$ cat src/common/acq_pkg.sv
package acq_pkg;

    //////////////////////////////
    // buffer geometry
    //////////////////////////////
    localparam int buf_aw    = 6;              // write / read address width
    localparam int buf_depth = 1 << buf_aw;    // 64 words in the circular buffer

    //////////////////////////////
    // host command word
    //////////////////////////////
    localparam int cmd_arg_w = 8;              // argument field of a command

    // bit positions inside the op_mode argument
    localparam int mode_dummy_bit = 0;         // select dummy counter as data source
    localparam int mode_rst_bit   = 1;         // clear dummy counter on trigger

    typedef enum logic [1:0] {
        op_mode = 2'd0,                        // load mode bits
        op_post = 2'd1,                        // load post-trigger length
        op_arm  = 2'd2,                        // start a new acquisition
        op_read = 2'd3                         // read one word relative to trig_addr
    } cmd_op_t;

    typedef struct packed {
        cmd_op_t              op;              // what to do
        logic [cmd_arg_w-1:0] arg;             // meaning depends on op
    } acq_cmd_t;                               // 10 bits

    //////////////////////////////
    // held configuration
    //////////////////////////////
    typedef struct packed {
        logic              use_dummy;          // test mode
        logic              dummy_reset_mode;   // restart count at each trigger
        logic [buf_aw-1:0] post_len;           // words written after the trigger
    } acq_cfg_t;                               // 8 bits

    // everything the host has not set yet reads as zero
    localparam acq_cfg_t cfg_reset = '0;

endpackage

$ cat src/common/sample_pkg.sv
package sample_pkg;

    localparam int smp_dw   = 12;              // one ADC sample
    localparam int sample_w = 2 * (smp_dw + 1); // two samples plus their over-range bits

    // word as delivered by the ADC front end
    typedef struct packed {
        logic [smp_dw-1:0] s1;                 // bits 25:14 second sample
        logic              ovr1;               // bit 13
        logic [smp_dw-1:0] s0;                 // bits 12:1 first sample
        logic              ovr0;               // bit 0
    } adc_pair_t;

    // same bits when the dummy counter feeds the buffer
    typedef struct packed {
        logic [smp_dw-1:0] cnt_inv;            // complement of cnt
        logic              zero1;              // always 0 in test mode
        logic [smp_dw-1:0] cnt;                // counter value
        logic              zero0;              // always 0 in test mode
    } dmy_pair_t;

    typedef union packed {
        adc_pair_t adc;
        dmy_pair_t dmy;
    } sample_u;                                // 26 bits

    // one readout result
    typedef struct packed {
        sample_u word;                         // raw buffer contents
        logic    any_ovr;                      // either over-range bit set
        logic    pattern_err;                  // test-mode integrity failure
    } rd_result_t;                             // 28 bits

endpackage

$ cat src/capture/circ_buf_writer.sv
`timescale 1ns/1ns

module circ_buf_writer
    import acq_pkg::*;
    import sample_pkg::*;
(
    input  logic              adc_clk,
    input  logic              rst,
    input  sample_u           smp,             // word to store this cycle
    input  logic              arm,             // start a new acquisition
    input  logic              trig,            // single-cycle trigger pulse
    input  acq_cfg_t          cfg,
    input  logic [buf_aw-1:0] mem_raddr,       // read address from the readout
    output sample_u           mem_q,           // registered read data
    output logic              armed,           // writing in progress
    output logic              done,            // acquisition finished
    output logic [buf_aw-1:0] trig_addr        // address written in the trigger cycle
);

    logic [sample_w-1:0] mem [buf_depth];      // circular buffer, no reset

    logic [buf_aw-1:0] wr_addr;                // wraps at buf_depth
    logic              trig_seen;              // first trigger already latched
    logic [buf_aw-1:0] post_cnt;               // post-trigger writes still to go

    //////////////////////////////
    // memory
    //////////////////////////////

    always_ff @(posedge adc_clk) begin
        if (armed) begin
            mem[wr_addr] <= smp;               // one word per cycle while armed
        end
        mem_q <= mem[mem_raddr];               // read before write on a collision
    end

    //////////////////////////////
    // write control
    //////////////////////////////

    always_ff @(posedge adc_clk) begin
        if (rst) begin
            wr_addr   <= '0;
            armed     <= 1'b0;
            done      <= 1'b0;
            trig_seen <= 1'b0;
            post_cnt  <= '0;
            trig_addr <= '0;
        end else if (arm) begin
            // fresh acquisition from address 0
            wr_addr   <= '0;
            armed     <= 1'b1;
            done      <= 1'b0;
            trig_seen <= 1'b0;
        end else if (armed) begin
            wr_addr <= wr_addr + 1'b1;         // natural wrap
            if (!trig_seen) begin
                if (trig) begin
                    trig_seen <= 1'b1;
                    trig_addr <= wr_addr;      // the word going in right now
                    post_cnt  <= cfg.post_len;
                    if (cfg.post_len == '0) begin
                        // nothing to add after the trigger
                        armed <= 1'b0;
                        done  <= 1'b1;
                    end
                end
            end else if (post_cnt == buf_aw'(1)) begin
                // last post-trigger word is written this cycle
                armed <= 1'b0;
                done  <= 1'b1;
            end else begin
                post_cnt <= post_cnt - 1'b1;   // later trigs are ignored here
            end
        end
    end

endmodule

$ cat src/capture/sample_source.sv
`timescale 1ns/1ns

module sample_source
    import acq_pkg::*;
    import sample_pkg::*;
(
    input  logic     adc_clk,
    input  logic     rst,
    input  sample_u  adc_dat,                  // widened SDR pair from the front end
    input  acq_cfg_t cfg,
    input  logic     armed,                    // buffer is being written
    input  logic     trig,                     // single-cycle trigger pulse
    output sample_u  smp                       // word to be written into the buffer
);

    logic [smp_dw-1:0] cnt;                    // dummy counter
    logic [smp_dw-1:0] cnt_nxt;                // value the counter takes at the next edge
    sample_u           dmy_word;               // counter formatted as a sample word

    //////////////////////////////
    // dummy counter
    //////////////////////////////

    always_comb begin
        if (cfg.dummy_reset_mode && trig) begin
            cnt_nxt = '0;                      // restart so the first post-trig word is 0
        end else if (armed && cfg.use_dummy) begin
            cnt_nxt = cnt + 1'b1;              // one step per written word
        end else begin
            cnt_nxt = cnt;                     // hold
        end
    end

    always_ff @(posedge adc_clk) begin
        if (rst) begin
            cnt <= '0;
        end else begin
            cnt <= cnt_nxt;
        end
    end

    // smp is loaded from cnt_nxt so the word written after
    // the trigger cycle already carries the cleared count
    always_comb begin
        dmy_word.dmy.zero0   = 1'b0;           // no over-range in test mode
        dmy_word.dmy.cnt     = cnt_nxt;
        dmy_word.dmy.zero1   = 1'b0;
        dmy_word.dmy.cnt_inv = ~cnt_nxt;       // inverted copy for the integrity check
    end

    //////////////////////////////
    // sample register
    //////////////////////////////

    always_ff @(posedge adc_clk) begin
        if (cfg.use_dummy) begin
            smp <= dmy_word;                   // test pattern
        end else begin
            smp <= adc_dat;                    // real ADC pair, passed as is
        end
    end

endmodule

$ cat src/source/acq_cmd_decode.sv
`timescale 1ns/1ns

module acq_cmd_decode
    import acq_pkg::*;
(
    input  logic              adc_clk,
    input  logic              rst,
    input  logic              cmd_valid,       // single-cycle command strobe
    input  acq_cmd_t          cmd,
    output acq_cfg_t          cfg,             // held configuration
    output logic              arm,             // one-cycle arm pulse
    output logic              rd_req,          // one-cycle read pulse
    output logic [buf_aw-1:0] rd_off           // offset from trig_addr, valid with rd_req
);

    //////////////////////////////
    // control registers
    //////////////////////////////

    always_ff @(posedge adc_clk) begin
        if (rst) begin
            cfg    <= cfg_reset;
            arm    <= 1'b0;
            rd_req <= 1'b0;
        end else begin
            arm    <= 1'b0;                    // strobes last one cycle
            rd_req <= 1'b0;
            if (cmd_valid) begin
                case (cmd.op)
                    op_mode: begin
                        cfg.use_dummy        <= cmd.arg[mode_dummy_bit];
                        cfg.dummy_reset_mode <= cmd.arg[mode_rst_bit];
                    end
                    op_post: begin
                        cfg.post_len <= cmd.arg[buf_aw-1:0];
                    end
                    op_arm: begin
                        arm <= 1'b1;
                    end
                    op_read: begin
                        rd_req <= 1'b1;
                    end
                endcase
            end
        end
    end

    //////////////////////////////
    // read offset
    //////////////////////////////

    // only meaningful while rd_req is high
    always_ff @(posedge adc_clk) begin
        if (cmd_valid && cmd.op == op_read) begin
            rd_off <= cmd.arg[buf_aw-1:0];     // low bits of the argument
        end
    end

endmodule

$ cat src/source/adc_acq_top.sv
`timescale 1ns/1ns

module adc_acq_top
    import acq_pkg::*;
    import sample_pkg::*;
(
    input  logic              adc_clk,
    input  logic              rst,
    input  sample_u           adc_dat,         // new sample pair every cycle
    input  logic              trig,
    input  logic              cmd_valid,
    input  acq_cmd_t          cmd,
    output logic              armed,
    output logic              done,
    output logic [buf_aw-1:0] trig_addr,
    output logic              rd_valid,
    output rd_result_t        rd_res
);

    acq_cfg_t          cfg;                    // held mode and post length
    logic              arm;
    logic              rd_req;
    logic [buf_aw-1:0] rd_off;
    sample_u           smp;                    // registered source word
    sample_u           mem_q;
    logic [buf_aw-1:0] mem_raddr;

    //////////////////////////////
    // host side
    //////////////////////////////

    acq_cmd_decode cmd_decode_i (
        .adc_clk   (adc_clk),
        .rst       (rst),
        .cmd_valid (cmd_valid),
        .cmd       (cmd),
        .cfg       (cfg),
        .arm       (arm),
        .rd_req    (rd_req),
        .rd_off    (rd_off)
    );

    //////////////////////////////
    // capture path
    //////////////////////////////

    sample_source sample_source_i (
        .adc_clk (adc_clk),
        .rst     (rst),
        .adc_dat (adc_dat),
        .cfg     (cfg),
        .armed   (armed),
        .trig    (trig),
        .smp     (smp)
    );

    circ_buf_writer circ_buf_writer_i (
        .adc_clk   (adc_clk),
        .rst       (rst),
        .smp       (smp),
        .arm       (arm),
        .trig      (trig),
        .cfg       (cfg),
        .mem_raddr (mem_raddr),
        .mem_q     (mem_q),
        .armed     (armed),
        .done      (done),
        .trig_addr (trig_addr)
    );

    // readout shares the buffer read port
    buf_readout buf_readout_i (
        .adc_clk   (adc_clk),
        .rst       (rst),
        .rd_req    (rd_req),
        .rd_off    (rd_off),
        .trig_addr (trig_addr),
        .use_dummy (cfg.use_dummy),
        .mem_q     (mem_q),
        .mem_raddr (mem_raddr),
        .rd_valid  (rd_valid),
        .rd_res    (rd_res)
    );

endmodule

$ cat src/source/buf_readout.sv
`timescale 1ns/1ns

module buf_readout
    import acq_pkg::*;
    import sample_pkg::*;
(
    input  logic              adc_clk,
    input  logic              rst,
    input  logic              rd_req,          // one-cycle read request
    input  logic [buf_aw-1:0] rd_off,          // offset from the trigger word
    input  logic [buf_aw-1:0] trig_addr,
    input  logic              use_dummy,       // test mode enables the pattern check
    input  sample_u           mem_q,           // registered memory output
    output logic [buf_aw-1:0] mem_raddr,       // absolute buffer address
    output logic              rd_valid,        // one cycle wide, two after rd_req
    output rd_result_t        rd_res
);

    logic [1:0] vld_q;                         // [0] address stage, [1] data stage

    //////////////////////////////
    // address and valid pipe
    //////////////////////////////

    always_ff @(posedge adc_clk) begin
        if (rd_req) begin
            mem_raddr <= trig_addr + rd_off;   // wraps around the buffer end
        end
    end

    always_ff @(posedge adc_clk) begin
        if (rst) begin
            vld_q <= '0;
        end else begin
            vld_q <= {vld_q[0], rd_req};       // back-to-back reads just flow through
        end
    end

    assign rd_valid = vld_q[1];

    //////////////////////////////
    // word decode
    //////////////////////////////

    always_comb begin
        rd_res.word    = mem_q;
        rd_res.any_ovr = mem_q.adc.ovr0 | mem_q.adc.ovr1;
        // upper field must mirror the counter in test mode
        rd_res.pattern_err = use_dummy && (mem_q.dmy.cnt_inv != ~mem_q.dmy.cnt);
    end

endmodule

$ cat config.mk
export PLATFORM = sky130hd
export DESIGN_NAME = adc_acq_top
export DESIGN_NICKNAME = d
export VERILOG_FILES = /design/src/common/acq_pkg.sv /design/src/common/sample_pkg.sv /design/src/capture/circ_buf_writer.sv /design/src/capture/sample_source.sv /design/src/source/acq_cmd_decode.sv /design/src/source/adc_acq_top.sv /design/src/source/buf_readout.sv
export SDC_FILE = /design/constraint.sdc
export NUM_CORES = 2
export LEC_CHECK = 0
export BUFFER_PORTS_ARGS = -buffer_cell sky130_fd_sc_hd__buf_2
export CAP_MARGIN = 15
export CORE_ASPECT_RATIO = 0.8
export CORE_UTILIZATION = 35
export CTS_CLUSTER_SIZE = 40
export DETAILED_ROUTE_END_ITERATION = 6
export PLACE_DENSITY_LB_ADDON = 0.2
export SETUP_SLACK_MARGIN = 0.15
export SYNTH_ARGS = -nofsm -noshare
export SYNTH_HDL_FRONTEND = slang
export SYNTH_SLANG_ARGS = --single-unit
$ cat constraint.sdc
create_clock -name adc_clk -period 5.39 [get_ports adc_clk]
set_clock_uncertainty 0.15 [all_clocks]
set_input_delay 0.539 -clock adc_clk [delete_from_list [all_inputs] [get_ports adc_clk]]
set_output_delay 0.539 -clock adc_clk [all_outputs]
set_load 0.02 [all_outputs]
==> flow_metrics.env <==
export IMPL_finalNetCount=3533
export IMPL_yosysUniqueCellTypes=54
export IMPL_placed_cells=5831
export IMPL_cp_startpoint="circ_buf_writer_i.armed"
export IMPL_clock_root_buffer="clkbuf_16"
export IMPL_ys_ff_latch=1773
export IMPL_gp_congestion=0.7611
export IMPL_min_period_over_period_pct=69.49
export IMPL_cp_endpoint="circ_buf_writer_i.mem[15][0]"
export IMPL_p_per_area_mw_per_mm2=357.1
export IMPL_synth_cells=3250
export IMPL_layoutNonFillerInstCount=6182
export IMPL_required_ps=5710
export IMPL_post_drt_wl_per_cell_um=28.41
export IMPL_syn_area_per_cell_um2=20.86
export IMPL_final_antenna_net_count=0
export IMPL_r2r_start="circ_buf_writer_i.armed"
export IMPL_hold_path_depth=4
export IMPL_grt_busiest_layer="met2"
export IMPL_ios=77
export IMPL_grtUsageMet3_pct=4.205
export IMPL_drc=0
export IMPL_dpl_worst_slack_ps=1677
export IMPL_grt_first_pass_wirelength_mm=249.5
export IMPL_critPathBufInv=1
export IMPL_hold_viol=0
export IMPL_die_area_mm2=0.1955
export IMPL_synth_area_leaders="edfxtp_1, mux4_2, dfxtp_1"
export IMPL_fp_dieH_um=395.7
export IMPL_crit_type="reg2reg"
export IMPL_timing_final_crit_period_ps=3745
export IMPL_cpPeakStageDelay_ps=1010
export IMPL_grt_setup_unrepaired="no"
export IMPL_syn_area_mm2=0.06781
export IMPL_run_status="complete, no violations"
export IMPL_regToRegEndpoint="circ_buf_writer_i.mem[15][0]"
export IMPL_synthesis_nets=3300
export IMPL_timing_final_max_slew_violations=0
export IMPL_cp_slowest_cell="nor2_4"
export IMPL_p_total_mw=27.81
export IMPL_critPathLaunchType="register"
export IMPL_finish_utilization_pct=40.48
export IMPL_area_delta_synth_final_pct=14.88
export IMPL_grt_pass1_vias=33340
export IMPL_synth_most_common_cell="edfxtp_1"
export IMPL_drt_pass1_iter_count=5
export IMPL_cp_end_kind="register"
export IMPL_die_x_um=494.1
export IMPL_grt_max_degree=89
export IMPL_start_util_pct=35.24
export IMPL_setup_viol_count_final=0
export IMPL_cts_resized=0
export IMPL_clock_fmax_ghz=0.2670
export IMPL_drt_iter0_drc=3269
export IMPL_ys_flop_type="edfxtp_1"
export IMPL_cts_max_level=4
export IMPL_synth_top_area_share_pct=74.22
export IMPL_holdWs_ps=108.3
export IMPL_core_mm2=0.1924
export IMPL_ys_warnings_count=0
export IMPL_gr_usage_met1_pct=26.34
export IMPL_async_reset_ff_share_pct=0
export IMPL_ys_top_cells_by_count="edfxtp_1, mux4_2, mux2i_1"
export IMPL_antenna_found_initial=24
export IMPL_cp_depth=3
export IMPL_cts_setup_buffers=0
export IMPL_cts_made_buffers=167
export IMPL_slew_limit_headroom_pct=16.28
export IMPL_row_count=144
export IMPL_overflow=0
export IMPL_cts_tree="built"
export IMPL_port_buffers=74
export IMPL_design_area_mm2=0.07789
export IMPL_critPathArrivalTime_ps=4070
export IMPL_detailroute_via_count=32840
export IMPL_cts_sinks=1773
export IMPL_wirelength_mm=175.6
export IMPL_crit_chain="nand4_1, nor2_4, buf_4"
export IMPL_drive_gt1_share_pct=26.67
export IMPL_layout_setup_ws_ps=1645
export IMPL_cts_max_path_buffers=3
export IMPL_clk_latency_ps=790
export IMPL_postPlaceCellArea_mm2=0.07205
export IMPL_synth_top_cell_by_area="edfxtp_1"
export IMPL_hpwl_mm=99.01
export IMPL_clk_pin_slew_ps=60
export IMPL_drv_cap=0
export IMPL_via_per_inst=5.313
export IMPL_p_leak_nw=24.46
export IMPL_vdd_drop_max_mv=0.2755
export IMPL_tightest_slew_ps=1250
export IMPL_grt_usage_pct=18.00
export IMPL_r2r_cells=3
export IMPL_path_max_fanout=17
export IMPL_min_path_type="in2reg"
export IMPL_path_delay_family="simple AND/OR/NAND/NOR gates"
export IMPL_grtUsageMet2_pct=26.78
export IMPL_fin_setup_tns_ps=0
export IMPL_synth_edff_count=1676
export IMPL_synth_seq_area_share_pct=77.09
export IMPL_cts_hold_buffers_added=36
export IMPL_rrSetupSlack_ps=1640
[cells in the final DEF (no fill, tap or decap), types with 30 or more instances in the layout]
cell / n
a22oi_1: 41
nor2_4: 41
mux4_2: 374
mux2_2: 35
dlygate4sd3_1: 36
clkbuf_1: 38
nor2b_1: 33
clkinv_1: 30
nand2_1: 97
buf_2: 74
nand3_1: 63
a221oi_1: 34
o21ai_0: 61
nor2_1: 44
clkinv_2: 34
clkbuf_16: 173
a31oi_1: 39
dfxtp_1: 70
mux2i_1: 142
buf_4: 125
edfxtp_1: 1676
[tightest hold or removal path, stage by stage]
cell,delay [ps]
buf_2,120
nor3b_1,170
mux2i_1,120
nor2_1,70
[cell type report]
| class | instances | area, um^2 |
|---|---|---|
| tap | 2555 | 3197 |
| clock buffer | 217 | 4554 |
| inverter | 16 | 60.06 |
| multi-input combinational | 1274 | 14900 |
| fill | 17040 | 114500 |
| sequential | 1773 | 52300 |
| clock inverter | 87 | 887.1 |
| antenna | 9 | 22.52 |
| timing repair buffer | 251 | 1972 |
[how the worst min path moves through the flow]
stage | slack, ps | start | end
after floorplan | 260 | buf_readout_i.vld_q[0] | buf_readout_i.vld_q[1]
after global placement | 310 | buf_readout_i.vld_q[0] | buf_readout_i.vld_q[1]
after detailed placement | 280 | buf_readout_i.vld_q[0] | buf_readout_i.vld_q[1]
after CTS | 40 | cmd_valid | cmd_decode_i.cfg[7]
after global routing | 130 | cmd_valid | cmd_decode_i.cfg[6]
final | 110 | cmd_valid | cmd_decode_i.cfg[7]
[power breakdown]
part	leakage, nW	total, mW	switching [mW]	internal, mW
combinational	5.91	0.724	0.529	0.195
clock	2.68	11.9	5.06	6.85
sequential	15.9	15.2	0.0349	15.1
[per-layer routing]
| layer | up-vias | share of wire (%) |
|---|---|---|
| li1 | 13970 | - |
| met1 | 17500 | 45 |
| met2 | 1110 | 44 |
| met3 | 242 | 8.4 |
| met4 | 20 | 2.2 |
| met5 | - | 0.081 |
[logic make-up after synthesis]
logic type | count (synthesis) | synth area share, %
flip-flops | 1773 | 77.09
XOR/XNOR | 35 | 0.4521
AND/OR/NAND/NOR | 408 | 2.969
adder cells (fa/ha/maj) | 10 | 0.1956
AO/OA/AOI/OAI | 270 | 2.668
buffers and inverters | 203 | 1.530
multiplexers | 551 | 15.10
[sequential cells by signal (all words and copies together) (netlist names), 6 cells and up]
signal                       count
circ_buf_writer_i.post_cnt       6
sample_source_i.smp             26
cmd_decode_i.cfg                 8
circ_buf_writer_i.wr_addr        6
circ_buf_writer_i.trig_addr      6
sample_source_i.cnt             12
circ_buf_writer_i.mem_q         26
cmd_decode_i.rd_off              6
circ_buf_writer_i.mem         1664
buf_readout_i.mem_raddr          6
(Power assumes the default switching activity.)
